**config.mk**
```make
export PLATFORM = sky130hd
export DESIGN_NAME = abacus_top
export DESIGN_NICKNAME = d
export VERILOG_FILES = /design/src/abacus_bus_pkg.sv /design/src/abacus_event_pkg.sv /design/src/instr_classifier.sv /design/src/cache_event_capture.sv /design/src/event_counter_bank.sv /design/src/wb_register_file.sv /design/src/abacus_top.sv
export SDC_FILE = /design/constraint.sdc
export NUM_CORES = 2
export LEC_CHECK = 0
export CAP_MARGIN = 10
export CORE_MARGIN = 4
export CORE_UTILIZATION = 30
export DETAILED_ROUTE_END_ITERATION = 8
export DONT_BUFFER_PORTS = 1
export GPL_ROUTABILITY_DRIVEN = 0
export PLACE_DENSITY_LB_ADDON = 0.2
export SLEW_MARGIN = 20
export SYNTH_ARGS = -nofsm -noshare
export SYNTH_HDL_FRONTEND = slang
export SYNTH_SLANG_ARGS = --single-unit
```
**constraint.sdc**
```tcl
create_clock -name S_AXI_ACLK -period 26.5 [get_ports S_AXI_ACLK]
set_input_delay 5.3 -clock S_AXI_ACLK [delete_from_list [all_inputs] [get_ports S_AXI_ACLK]]
set_output_delay 5.3 -clock S_AXI_ACLK [all_outputs]
set_load 0.01 [all_outputs]
```
**src/abacus_bus_pkg.sv**
```systemverilog
package abacus_bus_pkg;

	// Wishbone word and address sizes
	localparam int BUS_DATA_WIDTH = 32;
	localparam int BUS_ADDR_WIDTH = 32;

	typedef logic [BUS_DATA_WIDTH-1:0] bus_data_t;
	typedef logic [BUS_ADDR_WIDTH-1:0] bus_addr_t;

	// Byte distance between two neighbouring registers
	localparam int REG_STRIDE = 4;

	// Register map, all word aligned
	localparam bus_addr_t ABACUS_BASE_ADDR = 32'hf0030000;

	localparam bus_addr_t INSTR_ENABLE_ADDR = ABACUS_BASE_ADDR + 32'h0004;
	localparam bus_addr_t CACHE_ENABLE_ADDR = ABACUS_BASE_ADDR + 32'h0008;

	// Eleven class counters in class order
	localparam bus_addr_t INSTR_COUNTER_BASE = ABACUS_BASE_ADDR + 32'h0100;

	// Icache request, hit, miss, fill, then the same four for the dcache
	localparam bus_addr_t CACHE_COUNTER_BASE = ABACUS_BASE_ADDR + 32'h0200;

	// Master side of one Wishbone classic transfer
	typedef struct packed {
		logic      cyc;
		logic      stb;
		logic      we;
		bus_addr_t adr;
		bus_data_t dat;
	} wb_req_t;

endpackage

```
**src/abacus_event_pkg.sv**
```systemverilog
package abacus_event_pkg;

	// Counters are free running and wrap at 2^32
	localparam int COUNTER_WIDTH = 32;

	typedef logic [COUNTER_WIDTH-1:0] counter_t;

	// One strobe per instruction class
	// First member maps to counter 0
	typedef struct packed {
		logic load_word;
		logic store_word;
		logic addition;
		logic subtraction;
		logic logical;
		logic shift;
		logic comparison;
		logic branch;
		logic jump;
		logic system;
		logic atomic;
	} instr_events_t;

	localparam int NUM_INSTR_CLASSES = 11;

	// Raw probes from the two caches
	typedef struct packed {
		logic icache_request;
		logic icache_miss;
		logic icache_fill;     // level, high while a line fill runs
		logic dcache_request;
		logic dcache_hit;
		logic dcache_fill;
	} cache_probe_t;

	// Qualified cache events in counter order
	typedef struct packed {
		logic icache_request;
		logic icache_hit;
		logic icache_miss;
		logic icache_fill;
		logic dcache_request;
		logic dcache_hit;
		logic dcache_miss;
		logic dcache_fill;
	} cache_events_t;

	localparam int NUM_CACHE_EVENTS = 8;

	// RISC-V major opcodes
	typedef logic [6:0] opcode_t;

	localparam opcode_t OPC_LOAD   = 7'b0000011;
	localparam opcode_t OPC_STORE  = 7'b0100011;
	localparam opcode_t OPC_OP     = 7'b0110011;
	localparam opcode_t OPC_OP_IMM = 7'b0010011;
	localparam opcode_t OPC_BRANCH = 7'b1100011;
	localparam opcode_t OPC_JAL    = 7'b1101111;
	localparam opcode_t OPC_JALR   = 7'b1100111;
	localparam opcode_t OPC_SYSTEM = 7'b1110011;
	localparam opcode_t OPC_AMO    = 7'b0101111;

	// Funct7 values that split add from sub
	localparam logic [6:0] FUNCT7_BASE = 7'b0000000;
	localparam logic [6:0] FUNCT7_ALT  = 7'b0100000;

endpackage

```
**src/instr_classifier.sv**
```systemverilog
`timescale 1ns/1ps

module instr_classifier
	import abacus_bus_pkg::*;
	import abacus_event_pkg::*;
(
	input  logic          S_AXI_ACLK,
	input  logic          rst,
	input  bus_data_t     instruction_i,
	input  logic          instruction_issued_i,
	output instr_events_t events_o
);

	opcode_t       opcode;
	logic [2:0]    funct3;
	logic [6:0]    funct7;
	logic          is_alu;
	instr_events_t class_d;

	// RV32 base encoding fields
	assign opcode = instruction_i[6:0];
	assign funct3 = instruction_i[14:12];
	assign funct7 = instruction_i[31:25];

	// Register and immediate ALU forms share the funct3 split
	assign is_alu = (opcode == OPC_OP) || (opcode == OPC_OP_IMM);

	always_comb
	begin
		class_d = '0;
		case (opcode)
			OPC_LOAD:
				class_d.load_word = (funct3 == 3'b010);
			OPC_STORE:
				class_d.store_word = (funct3 == 3'b010);
			OPC_BRANCH:
				class_d.branch = 1'b1;
			OPC_JAL, OPC_JALR:
				class_d.jump = 1'b1;
			OPC_SYSTEM:
				class_d.system = 1'b1;
			OPC_AMO:
				class_d.atomic = 1'b1;
			default:
			begin
				if (is_alu)
				begin
					case (funct3)
						3'b000:
						begin
							// Immediate form has no sub, so addi always adds
							if (opcode == OPC_OP_IMM)
								class_d.addition = 1'b1;
							else if (funct7 == FUNCT7_BASE)
								class_d.addition = 1'b1;
							else if (funct7 == FUNCT7_ALT)
								class_d.subtraction = 1'b1;
						end
						3'b100, 3'b110, 3'b111:
							class_d.logical = 1'b1;
						3'b001, 3'b101:
							class_d.shift = 1'b1;
						default:
							class_d.comparison = 1'b1;
					endcase
				end
			end
		endcase
	end

	// Result is only kept for an issued instruction, otherwise all strobes drop
	always_ff @(posedge S_AXI_ACLK or posedge rst)
	begin
		if (rst)
			events_o <= '0;
		else if (instruction_issued_i)
			events_o <= class_d;
		else
			events_o <= '0;
	end

endmodule

```
**src/cache_event_capture.sv**
```systemverilog
`timescale 1ns/1ps

module cache_event_capture
	import abacus_event_pkg::*;
(
	input  logic          S_AXI_ACLK,
	input  logic          rst,
	input  cache_probe_t  probe_i,
	output cache_events_t events_o
);

	cache_events_t events_d;

	always_comb
	begin
		events_d = '0;

		// Icache reports misses, a request without a miss is a hit
		events_d.icache_request = probe_i.icache_request;
		events_d.icache_hit     = probe_i.icache_request & ~probe_i.icache_miss;
		events_d.icache_miss    = probe_i.icache_request & probe_i.icache_miss;

		// Dcache reports hits, a request without a hit is a miss
		events_d.dcache_request = probe_i.dcache_request;
		events_d.dcache_hit     = probe_i.dcache_request & probe_i.dcache_hit;
		events_d.dcache_miss    = probe_i.dcache_request & ~probe_i.dcache_hit;

		// Fill levels count one per cycle, independent of any request
		events_d.icache_fill = probe_i.icache_fill;
		events_d.dcache_fill = probe_i.dcache_fill;
	end

	// Registered every cycle, so idle probes give an all zero struct
	always_ff @(posedge S_AXI_ACLK or posedge rst)
	begin
		if (rst)
			events_o <= '0;
		else
			events_o <= events_d;
	end

endmodule

```
**src/event_counter_bank.sv**
```systemverilog
`timescale 1ns/1ps

module event_counter_bank
	import abacus_event_pkg::*;
#(
	parameter type event_t = logic,
	localparam int N = $bits(event_t)
)
(
	input  logic     S_AXI_ACLK,
	input  logic     rst,
	input  logic     enable_i,
	input  event_t   events_i,
	output counter_t counts_o [N]
);

	logic [N-1:0] event_bits;

	// Flatten the struct, first member lands in the top bit
	assign event_bits = events_i;

	// Counter i follows struct member i, so index from the top bit down
	always_ff @(posedge S_AXI_ACLK or posedge rst)
	begin
		if (rst)
		begin
			for (int i = 0; i < N; i++)
				counts_o[i] <= '0;
		end
		else if (enable_i)
		begin
			for (int i = 0; i < N; i++)
				counts_o[i] <= counts_o[i] + counter_t'(event_bits[N-1-i]);
		end
	end

endmodule

```
**src/wb_register_file.sv**
```systemverilog
`timescale 1ns/1ps

module wb_register_file
	import abacus_bus_pkg::*;
	import abacus_event_pkg::*;
(
	input  logic      S_AXI_ACLK,
	input  logic      rst,
	input  wb_req_t   wb_req_i,
	input  counter_t  instr_counts_i [NUM_INSTR_CLASSES],
	input  counter_t  cache_counts_i [NUM_CACHE_EVENTS],
	output bus_data_t wb_dat_o,
	output logic      wb_ack_o,
	output logic      instr_enable_o,
	output logic      cache_enable_o
);

	bus_data_t instr_enable_q;
	bus_data_t cache_enable_q;
	logic      req_valid;
	logic      rd_req;
	logic      wr_req;

	assign req_valid = wb_req_i.cyc & wb_req_i.stb;
	assign rd_req    = req_valid & ~wb_req_i.we;
	assign wr_req    = req_valid & wb_req_i.we;

	// Only bit 0 switches a profiler on, the rest is plain storage
	assign instr_enable_o = instr_enable_q[0];
	assign cache_enable_o = cache_enable_q[0];

	always_ff @(posedge S_AXI_ACLK or posedge rst)
	begin
		if (rst)
		begin
			wb_ack_o       <= 1'b0;
			instr_enable_q <= '0;
			cache_enable_q <= '0;
		end
		else
		begin
			// Ack drops after one cycle even with stb still high
			wb_ack_o <= req_valid & ~wb_ack_o;

			if (wr_req)
			begin
				case (wb_req_i.adr)
					INSTR_ENABLE_ADDR:
						instr_enable_q <= wb_req_i.dat;
					CACHE_ENABLE_ADDR:
						cache_enable_q <= wb_req_i.dat;
					default:
					begin
						// Counters are read only, other writes are dropped
					end
				endcase
			end
		end
	end

	// Read mux, unmapped addresses and idle bus give zero
	always_comb
	begin
		wb_dat_o = '0;
		if (rd_req)
		begin
			if (wb_req_i.adr == INSTR_ENABLE_ADDR)
				wb_dat_o = instr_enable_q;
			if (wb_req_i.adr == CACHE_ENABLE_ADDR)
				wb_dat_o = cache_enable_q;

			for (int i = 0; i < NUM_INSTR_CLASSES; i++)
			begin
				if (wb_req_i.adr == INSTR_COUNTER_BASE + bus_addr_t'(REG_STRIDE * i))
					wb_dat_o = instr_counts_i[i];
			end

			for (int i = 0; i < NUM_CACHE_EVENTS; i++)
			begin
				if (wb_req_i.adr == CACHE_COUNTER_BASE + bus_addr_t'(REG_STRIDE * i))
					wb_dat_o = cache_counts_i[i];
			end
		end
	end

endmodule

```
**src/abacus_top.sv**
```systemverilog
`timescale 1ns/1ps

module abacus_top
	import abacus_bus_pkg::*;
	import abacus_event_pkg::*;
(
	input  logic         S_AXI_ACLK,
	input  logic         rst,

	// Issue stage of the core
	input  bus_data_t    instruction_i,
	input  logic         instruction_issued_i,

	// Cache probes
	input  cache_probe_t cache_probe_i,

	// Wishbone slave port
	input  wb_req_t      wb_req_i,
	output bus_data_t    wb_dat_o,
	output logic         wb_ack_o
);

	instr_events_t instr_events;
	cache_events_t cache_events;
	counter_t      instr_counts [NUM_INSTR_CLASSES];
	counter_t      cache_counts [NUM_CACHE_EVENTS];
	logic          instr_enable;
	logic          cache_enable;

	// Instruction path, classify then count
	instr_classifier u_instr_classifier (
		.S_AXI_ACLK           (S_AXI_ACLK),
		.rst                  (rst),
		.instruction_i        (instruction_i),
		.instruction_issued_i (instruction_issued_i),
		.events_o             (instr_events)
	);

	event_counter_bank #(
		.event_t (instr_events_t)
	) u_instr_counters (
		.S_AXI_ACLK (S_AXI_ACLK),
		.rst        (rst),
		.enable_i   (instr_enable),
		.events_i   (instr_events),
		.counts_o   (instr_counts)
	);

	// Cache path, qualify probes then count
	cache_event_capture u_cache_capture (
		.S_AXI_ACLK (S_AXI_ACLK),
		.rst        (rst),
		.probe_i    (cache_probe_i),
		.events_o   (cache_events)
	);

	event_counter_bank #(
		.event_t (cache_events_t)
	) u_cache_counters (
		.S_AXI_ACLK (S_AXI_ACLK),
		.rst        (rst),
		.enable_i   (cache_enable),
		.events_i   (cache_events),
		.counts_o   (cache_counts)
	);

	// Enables and counter readout
	wb_register_file u_regs (
		.S_AXI_ACLK     (S_AXI_ACLK),
		.rst            (rst),
		.wb_req_i       (wb_req_i),
		.instr_counts_i (instr_counts),
		.cache_counts_i (cache_counts),
		.wb_dat_o       (wb_dat_o),
		.wb_ack_o       (wb_ack_o),
		.instr_enable_o (instr_enable),
		.cache_enable_o (cache_enable)
	);

endmodule

```
# Word-level counts from Yosys, hierarchy flattened

Index checks and enable logic that the tools add are counted.
Widths: inputs -> output; s select.

Bitwise logic cells: 12
Reductions and logical operators: 10
Equal/unequal tests: 37
$add $sub $neg: 19
Multiplexer cells: 40

Operator list:

| operator             | count |
|---|---|
| $mux 32              | 22 |
| $eq 32x32->1 const B | 21 |
| $add 32x1->32        | 19 |
| $eq 7x6->1 const B   | 4 |
| $eq 7x7->1 const B   | 4 |
| $mux 1               | 14 |
| $eq 3x3->1 const B   | 4 |
| $mux 11              | 1 |
| $mux 5               | 2 |
| $and 1x1->1          | 8 |
| $eq 7x2->1 const B   | 1 |
| $eq 7x5->1 const B   | 1 |
| $logic_not 7->1      | 1 |
| $reduce_or 7->1      | 1 |
| $reduce_or 6->1      | 1 |
| $not 1->1            | 4 |
| $reduce_and 2->1     | 2 |
| $reduce_or 2->1      | 2 |
| $eq 3x1->1 const B   | 1 |
| $eq 3x2->1 const B   | 1 |
| $logic_not 3->1      | 1 |
| $reduce_or 3->1      | 1 |
| $mux 2               | 1 |
| $logic_or 1x1->1     | 1 |

Bits in registers: 692
Output and inout bits: 33

# Longest topological paths before layout

Depth after elaboration: 23
Mapped depth: 11

# Hierarchy

From an unflattened synthesis, not the netlist that was laid out.

Cells, all modules: 3,524
Area, all modules: 36,757.8 µm²

By module, submodules not included:

| module                                | times used | cells each | seq. area each (µm²) | area an instance (µm²) |
|---|---|---|---|---|
| event_counter_bank (u_instr_counters) | 1          | 1,408      | 8,808.4              | 15,961.6 |
| event_counter_bank (u_cache_counters) | 1          | 1,017      | 6,406.1              | 11,597.4 |
| wb_register_file                      | 1          | 1,047      | 1,626.6              | 8,504.4 |
| instr_classifier                      | 1          | 39         | 275.3                | 461.7 |
| cache_event_capture                   | 1          | 13         | 200.2                | 232.7 |

# Worst setup path after synthesis

OpenSTA, ideal clock, no wires.

Path type: input port to output port
From: input wb_req_i[45] in the netlist's numbering
To: output wb_dat_o[24]
Stages: 9
Data arrival time: 7.703 ns
Slack: 13.497 ns
Buffers on the path: 2
Cells stage by stage: or4_1 -> clkbuf_1 -> nor4_4 -> and2_1 -> buf_4 -> a221oi_2 -> or4_1 -> a41o_1 -> a31oi_1

Word-level cells in the longest chain between the ends: 23
Elaborated cells between the ends (all ways): 43
Classes of those cells: eq/ne: 21; mux: 22

Ends and longest elaborated chain:

| what                  | RTL line               | source |
|---|---|---|
| start, declared       | abacus_top.sv:18       | `input wb_req_t wb_req_i,` |
| $eq 32x32->1          | wb_register_file.sv:67 | `if (wb_req_i.adr == INSTR_ENABLE_ADDR)` |
| $mux 32               | wb_register_file.sv:67 |  |
| $mux 32               | wb_register_file.sv:69 | `if (wb_req_i.adr == CACHE_ENABLE_ADDR)` |
| $mux 32 (11 in a row) | wb_register_file.sv:74 | `if (wb_req_i.adr == INSTR_COUNTER_BASE + bus_addr_t'(REG_STRIDE * i))` |
| $mux 32 (7 in a row)  | wb_register_file.sv:80 | `if (wb_req_i.adr == CACHE_COUNTER_BASE + bus_addr_t'(REG_STRIDE * i))` |
| $mux 32 *             | wb_register_file.sv:80 |  |
| $mux 32 *             | wb_register_file.sv:65 | `if (rd_req)` |
| end, declared         | abacus_top.sv:19       | `output bus_data_t wb_dat_o,` |

Every way passes the cells marked *; elsewhere a longest branch is shown, timed or not.

# Final worst setup path

From: input wb_req_i[39] in the netlist's numbering
To: output wb_dat_o[31]

The elaborated chain is that of the path after synthesis.

==> metrics.yaml <==
finalClockSkew_ns: 0.0344
antenna_found_initial: 9
grtUsageMet3: 0.0441
cap_violations: 0
synth_async_sr_flop_share: 1.00
cts_htree_levels: 3
drtAntennaViolNets: 0
dieHeight_um: 347
busiest_layer: "met2"
nets: 3491
tns_ns: 0
clock.fmax_mhz: 65.9
post_drt_wl_per_cell_um: 26.9
finalNonFillerCells: 4923
synth_nets: 3435
slew_violations: 0
cp.arrival_ns: 9.88
pre_cts_ws_ns: 11.49
die_x_um: 347
netSwitchingPower_uw: 512
grt_pass1_wl_um: 190000
seqPwrFrac: 0.464
fin_crit_ns: 15.18
first_pass_iters: 6
routed_wl_um: 132000
final.period_utilization: 0.573
use_met1: 0.294
cts-root-buf: "clkbuf_16"
synthTopCellsByArea: "dfrtp_1 50%, xnor2_1 11%, nand2_1 3.6%"
initial_core_util: 0.304
n_fill_cell: 11400
ys_warn_count: 0
crit_type: "primary input to output pin"
gr-total-overflow: 0
p_sw_frac: 0.224
startpoint_type: "primary input"
powerDensity_mw_per_mm2: 57.9
p_clk_frac: 0.521
io_buffers: 0
design.core.area_mm2: 0.113
path_max_fanout: 16
cts_tree: "built"
vias_per_cell: 5.46
grt_max_degree: 112
final_hold_viol_count: 0
track_usage: 0.215
hp-class: "register to register"
clock-sinks: 692
postSynthCellCount: 3289
end_kind: "output pin"
clk_latency_ns: 0.66
ir_drop_v: 0.0000533
rsz0062_at_grt: "no"
yosysSeqAreaShare: 0.504
dpl.cell_count: 4760
report.final.setup_viol: 0
cp.required_ns: 21.20
drc_errors: 0
post-synth-top-area-cell: "dfrtp_1"
grt_pass1_vias: 25600
drive_above_1_share: 0.103
worstMarginPinSlew_ns: 1.10
fin_ws_ns: 11.32
syn_area_per_cell_um2: 10.5
vias: 26900
yosys.area.top_type_share: 0.504
rows: 123
leakagePower_uw: 0.0170
synthFlopType: "dfrtp_1"
p_int_uw: 1770
use_met2: 0.334
status: "finished, final reports clean"
postCtsSetupBuffers: 0
hold_buffers: 0
power_frac_comb: 0.015
area_delta_synth_final_pct: 14.6
cts.clk_slew.worst_paths_ns: 0.05
synth_seq_cells: 692
synth_edf_count: 0
dp_hpwl_um: 98500
slew_headroom: 0.265
die_area_mm2: 0.120
cts_buffer_depth: 3
cts_resized: 0
numCtsBuffers: 83
netlist_area_mm2: 0.0344
io_pins: 141
drt_iter0_drc: 2843
synth_cell_type_count: 74
[layout by cell type, fill, tap and decap left out, types with 16 or more instances in the layout]
| master | instances |
|---|---|
| a21oi_1 | 52 |
| a221o_1 | 17 |
| a221oi_1 | 42 |
| a222oi_1 | 33 |
| a22o_1 | 25 |
| a22oi_1 | 95 |
| and2_1 | 26 |
| and3_1 | 84 |
| and4_1 | 44 |
| buf_4 | 75 |
| clkbuf_1 | 20 |
| clkbuf_16 | 86 |
| clkbuf_8 | 16 |
| dfrtp_1 | 690 |
| ha_1 | 38 |
| inv_1 | 51 |
| mux2_2 | 96 |
| nand2_1 | 327 |
| nand3_1 | 208 |
| nand4_1 | 152 |
| nor2_1 | 238 |
| nor3_1 | 65 |
| nor4_1 | 21 |
| o21ai_0 | 64 |
| o22ai_1 | 33 |
| or3_1 | 16 |
| xnor2_1 | 438 |
| xor2_1 | 131 |
[path summary, 6_finish.rpt]
path	depth (start not counted)	to	from	slack (ns)
min in group asynchronous	1	u_instr_counters.counts_o[343]	rst	4.67
worst min-delay path	1	u_instr_counters.counts_o[191]	u_instr_counters.counts_o[191]	0.47
worst max register to register	8	u_instr_counters.counts_o[90]	u_regs.instr_enable_q[0]	22.87
worst max-delay path	9	wb_dat_o[31]	wb_req_i[39]	11.32
max in group asynchronous	4	u_instr_counters.counts_o[44]	rst	18.83
worst min register to register	1	u_instr_counters.counts_o[191]	u_instr_counters.counts_o[191]	0.47
[layer usage]
layer,up-vias,wire length [µm]
met5,-,14
met4,2,5710
met3,226,9490
met2,956,59200
met1,13600,57800
li1,12100,-
[Yosys cell counts (16+ instances only)]
cell,number
dfrtp_1,692
xnor2_1,438
nand2_1,327
nor2_1,242
nand3_1,208
nand4_1,152
xor2_1,131
mux2_2,96
a22oi_1,95
and3_1,84
nor3_1,75
clkbuf_1,67
o21ai_0,65
a21oi_1,52
inv_1,52
and4_1,45
a221oi_1,42
ha_1,38
a222oi_1,33
o22ai_1,33
and2_1,26
nor4_1,26
a22o_1,25
buf_2,25
a221o_1,17
or3_1,16
[critical path: stages]
cell and delay [ns]:
or4_1 0.82, nor4_4 0.40, buf_4 0.30, and2_1 0.50, buf_4 0.43, a221oi_1 0.22, nor4_1 0.88, o221ai_1 0.41
a31oi_1 0.57
[metrics by stage]
stage / area, µm² / hold WS (ns) / total power, µW / utilization
after detailed placement: 36600 / 0.462 / 1110 / 0.323
after floorplan: 34400 / 0.440 / 1100 / -
after global routing: 39400 / 0.483 / 2350 / 0.348
final: 39400 / 0.468 / 2280 / 0.348
after CTS: 39400 / 0.472 / 2310 / 0.348
after global placement: 36600 / 0.457 / 1110 / 0.323
[cell type report]
class                      instances  area (µm²)  share of cell area
sequential                       692       17300               0.440
multi-input combinational       2441       16600               0.421
clock buffer                     122        2450              0.0621
tap                             1500        1880              0.0476
timing repair buffer              75         563              0.0143
clock inverter                    27         359             0.00911
inverter                          52         203             0.00514
antenna                           14        35.0            0.000889
[logic make-up (layout without fill, tap and decap cells)]
logic type | after synthesis | in the layout | synth area share
simple gates | 1270 | 1270 | 0.187
flops | 692 | 692 | 0.504
xor+xnor | 569 | 569 | 0.145
compound gates | 461 | 461 | 0.0987
buf+inv | 156 | 276 | 0.0182
mux | 103 | 103 | 0.0337
fa+ha+maj | 38 | 38 | 0.0138
other cells | 0 | 14 | 0
[flip-flops by register name, summed over array words and instances (netlist names)]
name,count
u_instr_classifier.events_o,11
u_regs.cache_enable_q,32
u_instr_counters.counts_o,352
u_cache_capture.events_o,8
u_regs.wb_ack_o,1
u_cache_counters.counts_o,256
u_regs.instr_enable_q,32
[power groups by stage]
stage / registers, µW / logic, µW / clock network (µW)
CTS: 1060 / 36.0 / 1210
floorplan: 1080 / 22.3 / 0
global route: 1060 / 39.8 / 1260
detailed placement: 1080 / 36.0 / 0
finish: 1060 / 34.6 / 1190
global placement: 1080 / 36.2 / 0
Note: power is estimated with default switching activity, not from simulation.
